$ cat src/ahb_crypto_pkg.sv
`default_nettype none

package ahb_crypto_pkg;

    // Address bits decoded inside the slave window
    localparam int OFFSET_WIDTH = 10;

    // Register offsets within the window
    localparam logic [OFFSET_WIDTH-1:0] KEY_OFFSET   = 10'h080;
    localparam logic [OFFSET_WIDTH-1:0] NONCE_OFFSET = 10'h100;
    localparam logic [OFFSET_WIDTH-1:0] DEST_OFFSET  = 10'h180;
    localparam logic [OFFSET_WIDTH-1:0] PLAIN_OFFSET = 10'h200;

    // HTRANS encodings
    typedef enum logic [1:0] {
        IDLE   = 2'b00,
        BUSY   = 2'b01,
        NONSEQ = 2'b10,
        SEQ    = 2'b11
    } htrans_t;

    // HBURST encodings
    typedef enum logic [2:0] {
        SINGLE = 3'b000,
        INCR   = 3'b001,
        WRAP4  = 3'b010,
        INCR4  = 3'b011,
        WRAP8  = 3'b100,
        INCR8  = 3'b101,
        WRAP16 = 3'b110,
        INCR16 = 3'b111
    } hburst_t;

    // Register select, REG_NONE for no access
    typedef enum logic [2:0] {
        REG_NONE,
        REG_KEY,
        REG_NONCE,
        REG_DEST,
        REG_PLAIN
    } reg_sel_t;

    // Offset to register, REG_NONE for unmapped offsets
    function automatic reg_sel_t decode_offset(input logic [OFFSET_WIDTH-1:0] offset);
        reg_sel_t sel;
        case (offset)
            KEY_OFFSET:   sel = REG_KEY;
            NONCE_OFFSET: sel = REG_NONCE;
            DEST_OFFSET:  sel = REG_DEST;
            PLAIN_OFFSET: sel = REG_PLAIN;
            default:      sel = REG_NONE;
        endcase
        return sel;
    endfunction

endpackage

`default_nettype wire

$ cat src/crypto_reg_file.sv
`timescale 1ns/1ps
`default_nettype none

module crypto_reg_file #(
    parameter int DATA_WIDTH = 128
) (
    input  wire                             HCLK,
    input  wire                             HRESETn,
    input  wire                             reg_we,
    input  wire ahb_crypto_pkg::reg_sel_t   wr_sel,
    input  wire [DATA_WIDTH-1:0]            HWDATA,
    input  wire ahb_crypto_pkg::reg_sel_t   rd_sel,
    output logic [DATA_WIDTH-1:0]           rd_data
);

    // Crypto engine registers
    logic [DATA_WIDTH-1:0] key_q;
    logic [DATA_WIDTH-1:0] nonce_q;
    logic [DATA_WIDTH-1:0] dest_q;
    logic [DATA_WIDTH-1:0] plain_q;

    // One register per strobe, taken from the bus write data
    always_ff @(posedge HCLK or negedge HRESETn)
    begin
        if (!HRESETn)
        begin
            // All registers start at zero
            key_q   <= '0;
            nonce_q <= '0;
            dest_q  <= '0;
            plain_q <= '0;
        end
        else if (reg_we)
        begin
            case (wr_sel)
                ahb_crypto_pkg::REG_KEY:
                    key_q <= HWDATA;
                ahb_crypto_pkg::REG_NONCE:
                    nonce_q <= HWDATA;
                ahb_crypto_pkg::REG_DEST:
                    dest_q <= HWDATA;
                ahb_crypto_pkg::REG_PLAIN:
                    plain_q <= HWDATA;
                // Strobe without a target, nothing written
                default:
                    ;
            endcase
        end
    end

    // Read mux, zero when nothing is selected
    always_comb
    begin
        case (rd_sel)
            ahb_crypto_pkg::REG_KEY:
                rd_data = key_q;
            ahb_crypto_pkg::REG_NONCE:
                rd_data = nonce_q;
            ahb_crypto_pkg::REG_DEST:
                rd_data = dest_q;
            ahb_crypto_pkg::REG_PLAIN:
                rd_data = plain_q;
            default:
                rd_data = '0;
        endcase
    end

endmodule

`default_nettype wire

$ cat src/slave_write.sv
`timescale 1ns/1ps
`default_nettype none

module slave_write #(
    parameter int DATA_WIDTH = 128,
    parameter int ADDR_WIDTH = 32
) (
    input  wire                             HCLK,
    input  wire                             HRESETn,
    input  wire                             HSEL,
    input  wire [ADDR_WIDTH-1:0]            HADDR,
    input  wire ahb_crypto_pkg::hburst_t    HBURST,
    input  wire ahb_crypto_pkg::htrans_t    HTRANS,
    input  wire                             HWRITE,
    input  wire                             HREADY,
    input  wire [DATA_WIDTH-1:0]            HWDATA,
    input  wire                             fifo_full,
    output logic                            wr_error,
    output logic                            wr_stall,
    output logic                            reg_we,
    output ahb_crypto_pkg::reg_sel_t        wr_sel,
    output logic                            fifo_push,
    output logic [DATA_WIDTH-1:0]           fifo_data
);

    // Write path states
    typedef enum logic [1:0] {
        WR_IDLE,
        WR_DATA,
        WR_WAIT
    } wr_state_t;

    wr_state_t                  state;
    logic                       addr_valid;
    ahb_crypto_pkg::reg_sel_t   addr_sel;
    logic                       addr_legal;
    logic                       legal_q;
    logic                       is_plain;

    // Write address phase, IDLE is ignored
    assign addr_valid = HSEL && HREADY && HWRITE && (HTRANS != ahb_crypto_pkg::IDLE);

    // Decode only the offset bits
    assign addr_sel = ahb_crypto_pkg::decode_offset(HADDR[ahb_crypto_pkg::OFFSET_WIDTH-1:0]);

    // Only a SINGLE NONSEQ to a mapped offset is legal
    assign addr_legal = (HBURST == ahb_crypto_pkg::SINGLE) &&
                        (HTRANS == ahb_crypto_pkg::NONSEQ) &&
                        (addr_sel != ahb_crypto_pkg::REG_NONE);

    // Plain text writes feed the engine FIFO
    assign is_plain = (wr_sel == ahb_crypto_pkg::REG_PLAIN);

    // Data-phase actions from the registered transfer
    always_comb
    begin
        wr_error  = 1'b0;
        wr_stall  = 1'b0;
        reg_we    = 1'b0;
        fifo_push = 1'b0;
        case (state)
            WR_DATA:
            begin
                if (!legal_q)
                begin
                    // Start of the two-cycle error
                    wr_error = 1'b1;
                end
                else if (is_plain && fifo_full)
                begin
                    // FIFO cannot take the word yet
                    wr_stall = 1'b1;
                end
                else
                begin
                    reg_we    = 1'b1;
                    fifo_push = is_plain;
                end
            end
            WR_WAIT:
            begin
                // Hold until the FIFO has room, then write and push together
                if (fifo_full)
                begin
                    wr_stall = 1'b1;
                end
                else
                begin
                    reg_we    = 1'b1;
                    fifo_push = 1'b1;
                end
            end
            default:
                ;
        endcase
    end

    // Word only shown while it is pushed
    assign fifo_data = fifo_push ? HWDATA : '0;

    always_ff @(posedge HCLK or negedge HRESETn)
    begin
        if (!HRESETn)
        begin
            state   <= WR_IDLE;
            wr_sel  <= ahb_crypto_pkg::REG_NONE;
            legal_q <= 1'b0;
        end
        else if (addr_valid)
        begin
            // New write transfer, data phase next cycle
            state   <= WR_DATA;
            wr_sel  <= addr_sel;
            legal_q <= addr_legal;
        end
        else if (wr_stall)
        begin
            // Keep the select while stretched
            state <= WR_WAIT;
        end
        else
        begin
            state   <= WR_IDLE;
            wr_sel  <= ahb_crypto_pkg::REG_NONE;
            legal_q <= 1'b0;
        end
    end

endmodule

`default_nettype wire

$ cat src/slave_read.sv
`timescale 1ns/1ps
`default_nettype none

module slave_read #(
    parameter int ADDR_WIDTH = 32
) (
    input  wire                             HCLK,
    input  wire                             HRESETn,
    input  wire                             HSEL,
    input  wire [ADDR_WIDTH-1:0]            HADDR,
    input  wire ahb_crypto_pkg::hburst_t    HBURST,
    input  wire ahb_crypto_pkg::htrans_t    HTRANS,
    input  wire                             HWRITE,
    input  wire                             HREADY,
    output logic                            rd_error,
    output ahb_crypto_pkg::reg_sel_t        rd_sel
);

    logic                       addr_valid;
    ahb_crypto_pkg::reg_sel_t   addr_sel;
    logic                       addr_legal;

    // Read address phase, IDLE is ignored
    assign addr_valid = HSEL && HREADY && !HWRITE && (HTRANS != ahb_crypto_pkg::IDLE);

    // Offset bits only, upper address bits belong to the decoder
    assign addr_sel = ahb_crypto_pkg::decode_offset(HADDR[ahb_crypto_pkg::OFFSET_WIDTH-1:0]);

    // BUSY, SEQ and every burst other than SINGLE are rejected
    assign addr_legal = (HBURST == ahb_crypto_pkg::SINGLE) &&
                        (HTRANS == ahb_crypto_pkg::NONSEQ) &&
                        (addr_sel != ahb_crypto_pkg::REG_NONE);

    // Classification held for exactly the data phase
    always_ff @(posedge HCLK or negedge HRESETn)
    begin
        if (!HRESETn)
        begin
            rd_error <= 1'b0;
            rd_sel   <= ahb_crypto_pkg::REG_NONE;
        end
        else if (addr_valid)
        begin
            if (addr_legal)
            begin
                // Zero-wait read of the decoded register
                rd_error <= 1'b0;
                rd_sel   <= addr_sel;
            end
            else
            begin
                // Error pulse, no register is read
                rd_error <= 1'b1;
                rd_sel   <= ahb_crypto_pkg::REG_NONE;
            end
        end
        else
        begin
            // Data phase done or no read pending
            rd_error <= 1'b0;
            rd_sel   <= ahb_crypto_pkg::REG_NONE;
        end
    end

endmodule

`default_nettype wire

$ cat src/ahb_response.sv
`timescale 1ns/1ps
`default_nettype none

module ahb_response #(
    parameter int DATA_WIDTH = 128
) (
    input  wire                             HCLK,
    input  wire                             HRESETn,
    input  wire                             wr_error,
    input  wire                             rd_error,
    input  wire                             wr_stall,
    input  wire ahb_crypto_pkg::reg_sel_t   rd_sel,
    input  wire [DATA_WIDTH-1:0]            rd_data,
    output logic                            HREADYOUT,
    output logic                            HRESP,
    output logic [DATA_WIDTH-1:0]           HRDATA
);

    // Response sequencer states
    typedef enum logic [1:0] {
        RESP_OKAY,
        RESP_ERR1,
        RESP_ERR2
    } resp_state_t;

    resp_state_t state;
    resp_state_t cur_state;

    // An error pulse opens the first error cycle right away
    always_comb
    begin
        if ((state == RESP_OKAY) && (wr_error || rd_error))
            cur_state = RESP_ERR1;
        else
            cur_state = state;
    end

    // ERR1 then ERR2 then back to OKAY
    always_ff @(posedge HCLK or negedge HRESETn)
    begin
        if (!HRESETn)
            state <= RESP_OKAY;
        else if (cur_state == RESP_ERR1)
            state <= RESP_ERR2;
        else
            state <= RESP_OKAY;
    end

    // Low in the first error cycle and while a write is stretched
    assign HREADYOUT = (cur_state != RESP_ERR1) && !wr_stall;

    // ERROR held over both error cycles
    assign HRESP = (cur_state != RESP_OKAY);

    // Read data only in a read data phase
    assign HRDATA = (rd_sel != ahb_crypto_pkg::REG_NONE) ? rd_data : '0;

endmodule

`default_nettype wire

$ cat src/ahb_crypto_slave.sv
`timescale 1ns/1ps
`default_nettype none

module ahb_crypto_slave #(
    parameter int DATA_WIDTH = 128,
    parameter int ADDR_WIDTH = 32
) (
    input  wire                             HCLK,
    input  wire                             HRESETn,
    input  wire                             HSEL,
    input  wire [ADDR_WIDTH-1:0]            HADDR,
    input  wire ahb_crypto_pkg::hburst_t    HBURST,
    input  wire ahb_crypto_pkg::htrans_t    HTRANS,
    input  wire                             HWRITE,
    input  wire [DATA_WIDTH-1:0]            HWDATA,
    input  wire                             HREADY,
    input  wire                             fifo_full,
    output logic                            HREADYOUT,
    output logic                            HRESP,
    output logic [DATA_WIDTH-1:0]           HRDATA,
    output logic                            fifo_push,
    output logic [DATA_WIDTH-1:0]           fifo_data
);

    // Write path results
    logic                       wr_error;
    logic                       wr_stall;
    logic                       reg_we;
    ahb_crypto_pkg::reg_sel_t   wr_sel;

    // Read path results
    logic                       rd_error;
    ahb_crypto_pkg::reg_sel_t   rd_sel;
    logic [DATA_WIDTH-1:0]      rd_data;

    slave_write #(
        .DATA_WIDTH (DATA_WIDTH),
        .ADDR_WIDTH (ADDR_WIDTH)
    ) u_slave_write (
        .HCLK      (HCLK),
        .HRESETn   (HRESETn),
        .HSEL      (HSEL),
        .HADDR     (HADDR),
        .HBURST    (HBURST),
        .HTRANS    (HTRANS),
        .HWRITE    (HWRITE),
        .HREADY    (HREADY),
        .HWDATA    (HWDATA),
        .fifo_full (fifo_full),
        .wr_error  (wr_error),
        .wr_stall  (wr_stall),
        .reg_we    (reg_we),
        .wr_sel    (wr_sel),
        .fifo_push (fifo_push),
        .fifo_data (fifo_data)
    );

    slave_read #(
        .ADDR_WIDTH (ADDR_WIDTH)
    ) u_slave_read (
        .HCLK     (HCLK),
        .HRESETn  (HRESETn),
        .HSEL     (HSEL),
        .HADDR    (HADDR),
        .HBURST   (HBURST),
        .HTRANS   (HTRANS),
        .HWRITE   (HWRITE),
        .HREADY   (HREADY),
        .rd_error (rd_error),
        .rd_sel   (rd_sel)
    );

    // Written from HWDATA, read through rd_sel
    crypto_reg_file #(
        .DATA_WIDTH (DATA_WIDTH)
    ) u_crypto_reg_file (
        .HCLK    (HCLK),
        .HRESETn (HRESETn),
        .reg_we  (reg_we),
        .wr_sel  (wr_sel),
        .HWDATA  (HWDATA),
        .rd_sel  (rd_sel),
        .rd_data (rd_data)
    );

    ahb_response #(
        .DATA_WIDTH (DATA_WIDTH)
    ) u_ahb_response (
        .HCLK      (HCLK),
        .HRESETn   (HRESETn),
        .wr_error  (wr_error),
        .rd_error  (rd_error),
        .wr_stall  (wr_stall),
        .rd_sel    (rd_sel),
        .rd_data   (rd_data),
        .HREADYOUT (HREADYOUT),
        .HRESP     (HRESP),
        .HRDATA    (HRDATA)
    );

endmodule

`default_nettype wire

$ cat config.mk
export PLATFORM = sky130hd
export DESIGN_NAME = ahb_crypto_slave
export DESIGN_NICKNAME = d
export VERILOG_FILES = /design/src/ahb_crypto_pkg.sv /design/src/crypto_reg_file.sv /design/src/slave_write.sv /design/src/slave_read.sv /design/src/ahb_response.sv /design/src/ahb_crypto_slave.sv
export SDC_FILE = /design/constraint.sdc
export NUM_CORES = 1
export LEC_CHECK = 0
export BUFFER_PORTS_ARGS = -buffer_cell sky130_fd_sc_hd__buf_4
export CAP_MARGIN = 10
export CORE_MARGIN = 4
export CORE_UTILIZATION = 50
export CTS_CLUSTER_SIZE = 24
export DETAILED_ROUTE_END_ITERATION = 16
export PLACE_DENSITY = 0.73
export SETUP_SLACK_MARGIN = 0.5
export SKIP_CTS_REPAIR_TIMING = 1
export SLEW_MARGIN = 20
export SYNTH_ARGS = -nofsm -noshare
export SYNTH_HDL_FRONTEND = slang
export SYNTH_SLANG_ARGS = --single-unit
$ cat constraint.sdc
create_clock -name HCLK -period 6.8 [get_ports HCLK]
set_clock_uncertainty 0.15 [all_clocks]
set_input_delay 0.34 -clock HCLK [delete_from_list [all_inputs] [get_ports HCLK]]
set_output_delay 0.34 -clock HCLK [all_outputs]
set_load 0.1 [all_outputs]
==> results.yml <==
die:
  die_h_um: 222.8
  fp-row-count: 78
  initial_core_util: 0.5072
  die_w_um: 222.8
  die_area_um2: 49640
  io_pins: 430
  core_area_um2: 45480
setup_path:
  rr_worst_depth: 6
  rr_startpoint: "u_slave_write.state[1]$_DFF_PN0_"
  r2r_slack_ns: 3.71
  cp.arrival_ns: 3.22
  rr_endpoint: "u_crypto_reg_file.nonce_q[41]$_DFFE_PN0P_"
  cp_slowest_cell: "buf_6"
  cp.required_ns: 6.31
  critical_path.startpoint_type: "register"
  path_max_fanout: 129
  slowest_delay_ns: 0.63
  crit_path_end: "fifo_data[14]"
  crit_path_start: "u_slave_write.wr_sel[1]$_DFFE_PN0N_"
  worstSetupPathType: "reg2out"
  crit_path_end_kind: "output port"
  critical_path.cell_chain: "or3b_4 > a2111oi_4 > buf_6 > and2_1 > buf_4"
drt:
  vias: 16170
  drc: 0
  vias_per_cell: 5.639
  drt_first_iter_violations: 1047
  detail_route.first_pass.iterations: 7
  finalWirelength_um: 59360
  antenna_left: 0
  post_drt_wl_per_cell_um: 20.70
global_routing:
  grtUsageTotal: 0.2229
  grt_max_degree: 194
  gr-total-overflow: 0
  grt_pass1_wl_um: 89690
  grt_pass1_vias: 16420
  antenna_found_initial: 1
clocking:
  cts.path.max_buffers: 3
  clkLatencyLatePin_ns: 0.59
  cts_made_buffers: 54
  clock-sinks: 523
  cts_tree: "done"
  clk_pin_slew_worst_paths_ns: 0.06
  h-tree-depth: 2
  clockRootBuffer: "clkbuf_16"
finish:
  layout_common_cells: "dfrtp_1 (523), mux2_2 (512), buf_4 (418)"
  drive_gt1_frac: 0.4541
  syn2layout_area_growth_pct: 29.17
  nets: 2395
  final_core_util: 0.6551
  final_cells: 2867
  layout_commonest_cell: "dfrtp_1"
  fillCellCount: 3342
yosys:
  synth.distinct_cells: 36
  synth.cell_area_um2: 23070
  synth_nets: 1898
  syn_inst: 1725
  ys_warn_count: 0
  syn_area_per_cell_um2: 13.37
  ys_top_cells_by_area: "dfrtp_1 (57%), mux2_2 (25%), a22oi_1 (8.3%), and2_1 (3.5%), nand2_1 (2.1%)"
  synth.top_cell.area_share: 0.5674
  yosysSeqAreaShare: 0.5674
  synth_seq_cells: 523
  yosys.area.top_type: "dfrtp_1"
timing:
  relSlewSlack: 0.2788
  worstMarginPinSlew_ns: 1.082
  fin_crit_sh: 0.5450
  whs_ns: -0.008575
  rsz0062_at_grt: "false"
  setup_violations: 0
  tns_ns: 0
  fmax_ghz: 0.2698
  fin_crit_ns: 3.706
  hold_viol_final: 2
  slew_violations: 0
place:
  dp.cells: 2623
  dp_hpwl_um: 33350
  io_buffers: 407
  gp_congestion: 0.7267
run_status:
  violations: "negative hold slack"
  status: "complete, but fails checks"
power:
  p_total_mw: 6.404
  leakage_nw: 15.40
  ir_drop_v: 0.0001882
  power_density_nw_per_um2: 214.9
job:
  drv_cap: 0
min_path:
  worstHoldPathType: "in2reg"
[critical path: cells and delay by family (launching register included)]
kind,cells,cell delay (ns)
buffers and inverters,2,0.94
AND/OR/NAND/NOR,2,0.76
flip-flops,1,0.45
AO/OA/AOI/OAI,1,0.38
[cell families (layout without fill, tap and decap cells)]
family | Yosys count | after routing | synth area share
flip-flops | 523 | 523 | 0.5674
multiplexers | 512 | 512 | 0.2499
AND/OR/NAND/NOR | 284 | 284 | 0.06417
AO/OA/AOI/OAI | 272 | 272 | 0.08955
buffers and inverters | 132 | 673 | 0.02788
adder cells (fa/ha/maj) | 2 | 2 | 0.001085
other | 0 | 1 | 0
[flip-flops by register name, indices dropped and copies added, names as in the netlist]
register,cells
u_crypto_reg_file.dest_q,128
u_crypto_reg_file.key_q,128
u_crypto_reg_file.plain_q,128
u_slave_write.wr_sel,3
u_crypto_reg_file.nonce_q,128
u_slave_write.state,2
u_slave_read.rd_error,1
u_slave_write.legal_q,1
u_slave_read.rd_sel,3
u_ahb_response.state,1
[how the worst min path moves through the flow]
stage	end	from	slack (ns)	cells past startpoint
6_report	u_slave_write.state[1]$_DFF_PN0_	fifo_full	-0.009	3
5_1_grt	u_slave_write.state[1]$_DFF_PN0_	fifo_full	0.005	3
4_1_cts	u_slave_read.rd_error$_DFF_PN0_	HWRITE	-0.25	2
3_5_place_dp	u_ahb_response.state[1]$_DFF_PN0_	u_ahb_response.state[1]$_DFF_PN0_	0.27	1
3_3_place_gp	u_ahb_response.state[1]$_DFF_PN0_	u_ahb_response.state[1]$_DFF_PN0_	0.26	1
2_1_floorplan	u_ahb_response.state[1]$_DFF_PN0_	HRESETn	-0.11	0
[area by class of cell]
type,instances,area [um2],share of cell area
inverter,6,22.52,0.0007559
sequential,523,13090,0.4393
antenna,1,2.502,0.00008399
tap,600,750.7,0.02520
multi-input combinational,1070,9412,0.3159
clock inverter,7,90.09,0.003024
clock buffer,93,1702,0.05711
timing repair buffer,567,4728,0.1587
[metrics by stage]
stage	instance area (um2)	setup WS, ns
6_report	29790	3.094
5_1_grt	29790	2.979
3_5_place_dp	26510	3.533
2_1_floorplan	23070	3.193
4_1_cts	28300	2.893
3_3_place_gp	26510	3.596
[power breakdown]
part / leakage, nW / switching (mW) / internal (mW)
clock network: 0.869 / 1.16 / 1.76
registers: 7.17 / 0.0197 / 3.15
logic: 7.36 / 0.156 / 0.149
total: 15.4 / 1.34 / 5.06
[routing by layer]
layer  track usage  vias to the layer above  share of wire
met5             0                        -              0
met4       0.04832                        0          0.016
met3       0.05298                       71          0.063
met2        0.3868                      428           0.50
met1        0.2873                     8416           0.42
li1              -                     7253              -
[cell usage after synthesis]
library cell,count
dfrtp_1,523
mux2_2,512
a22oi_1,256
and2_1,129
nand2_1,129
clkbuf_1,67
buf_2,33
buf_6,14
buf_1,11
inv_1,6
nand2b_1,4
nor2_1,3
nor3b_1,3
o2bb2ai_1,3
a2111oi_2,2
a211oi_1,2
a21oi_1,2
and4b_1,2
ha_1,2
nand3b_1,2
nor2b_1,2
nor3_1,2
o2111a_1,2
o2111ai_1,2
a32o_1,1
and3b_1,1
and4_1,1
clkbuf_2,1
nor4_1,1
nor4b_1,1
o211ai_1,1
o21ai_0,1
or3b_4,1
or4_1,1
or4_4,1
or4b_2,1
No activity file was read; power rests on OpenSTA's default activity.
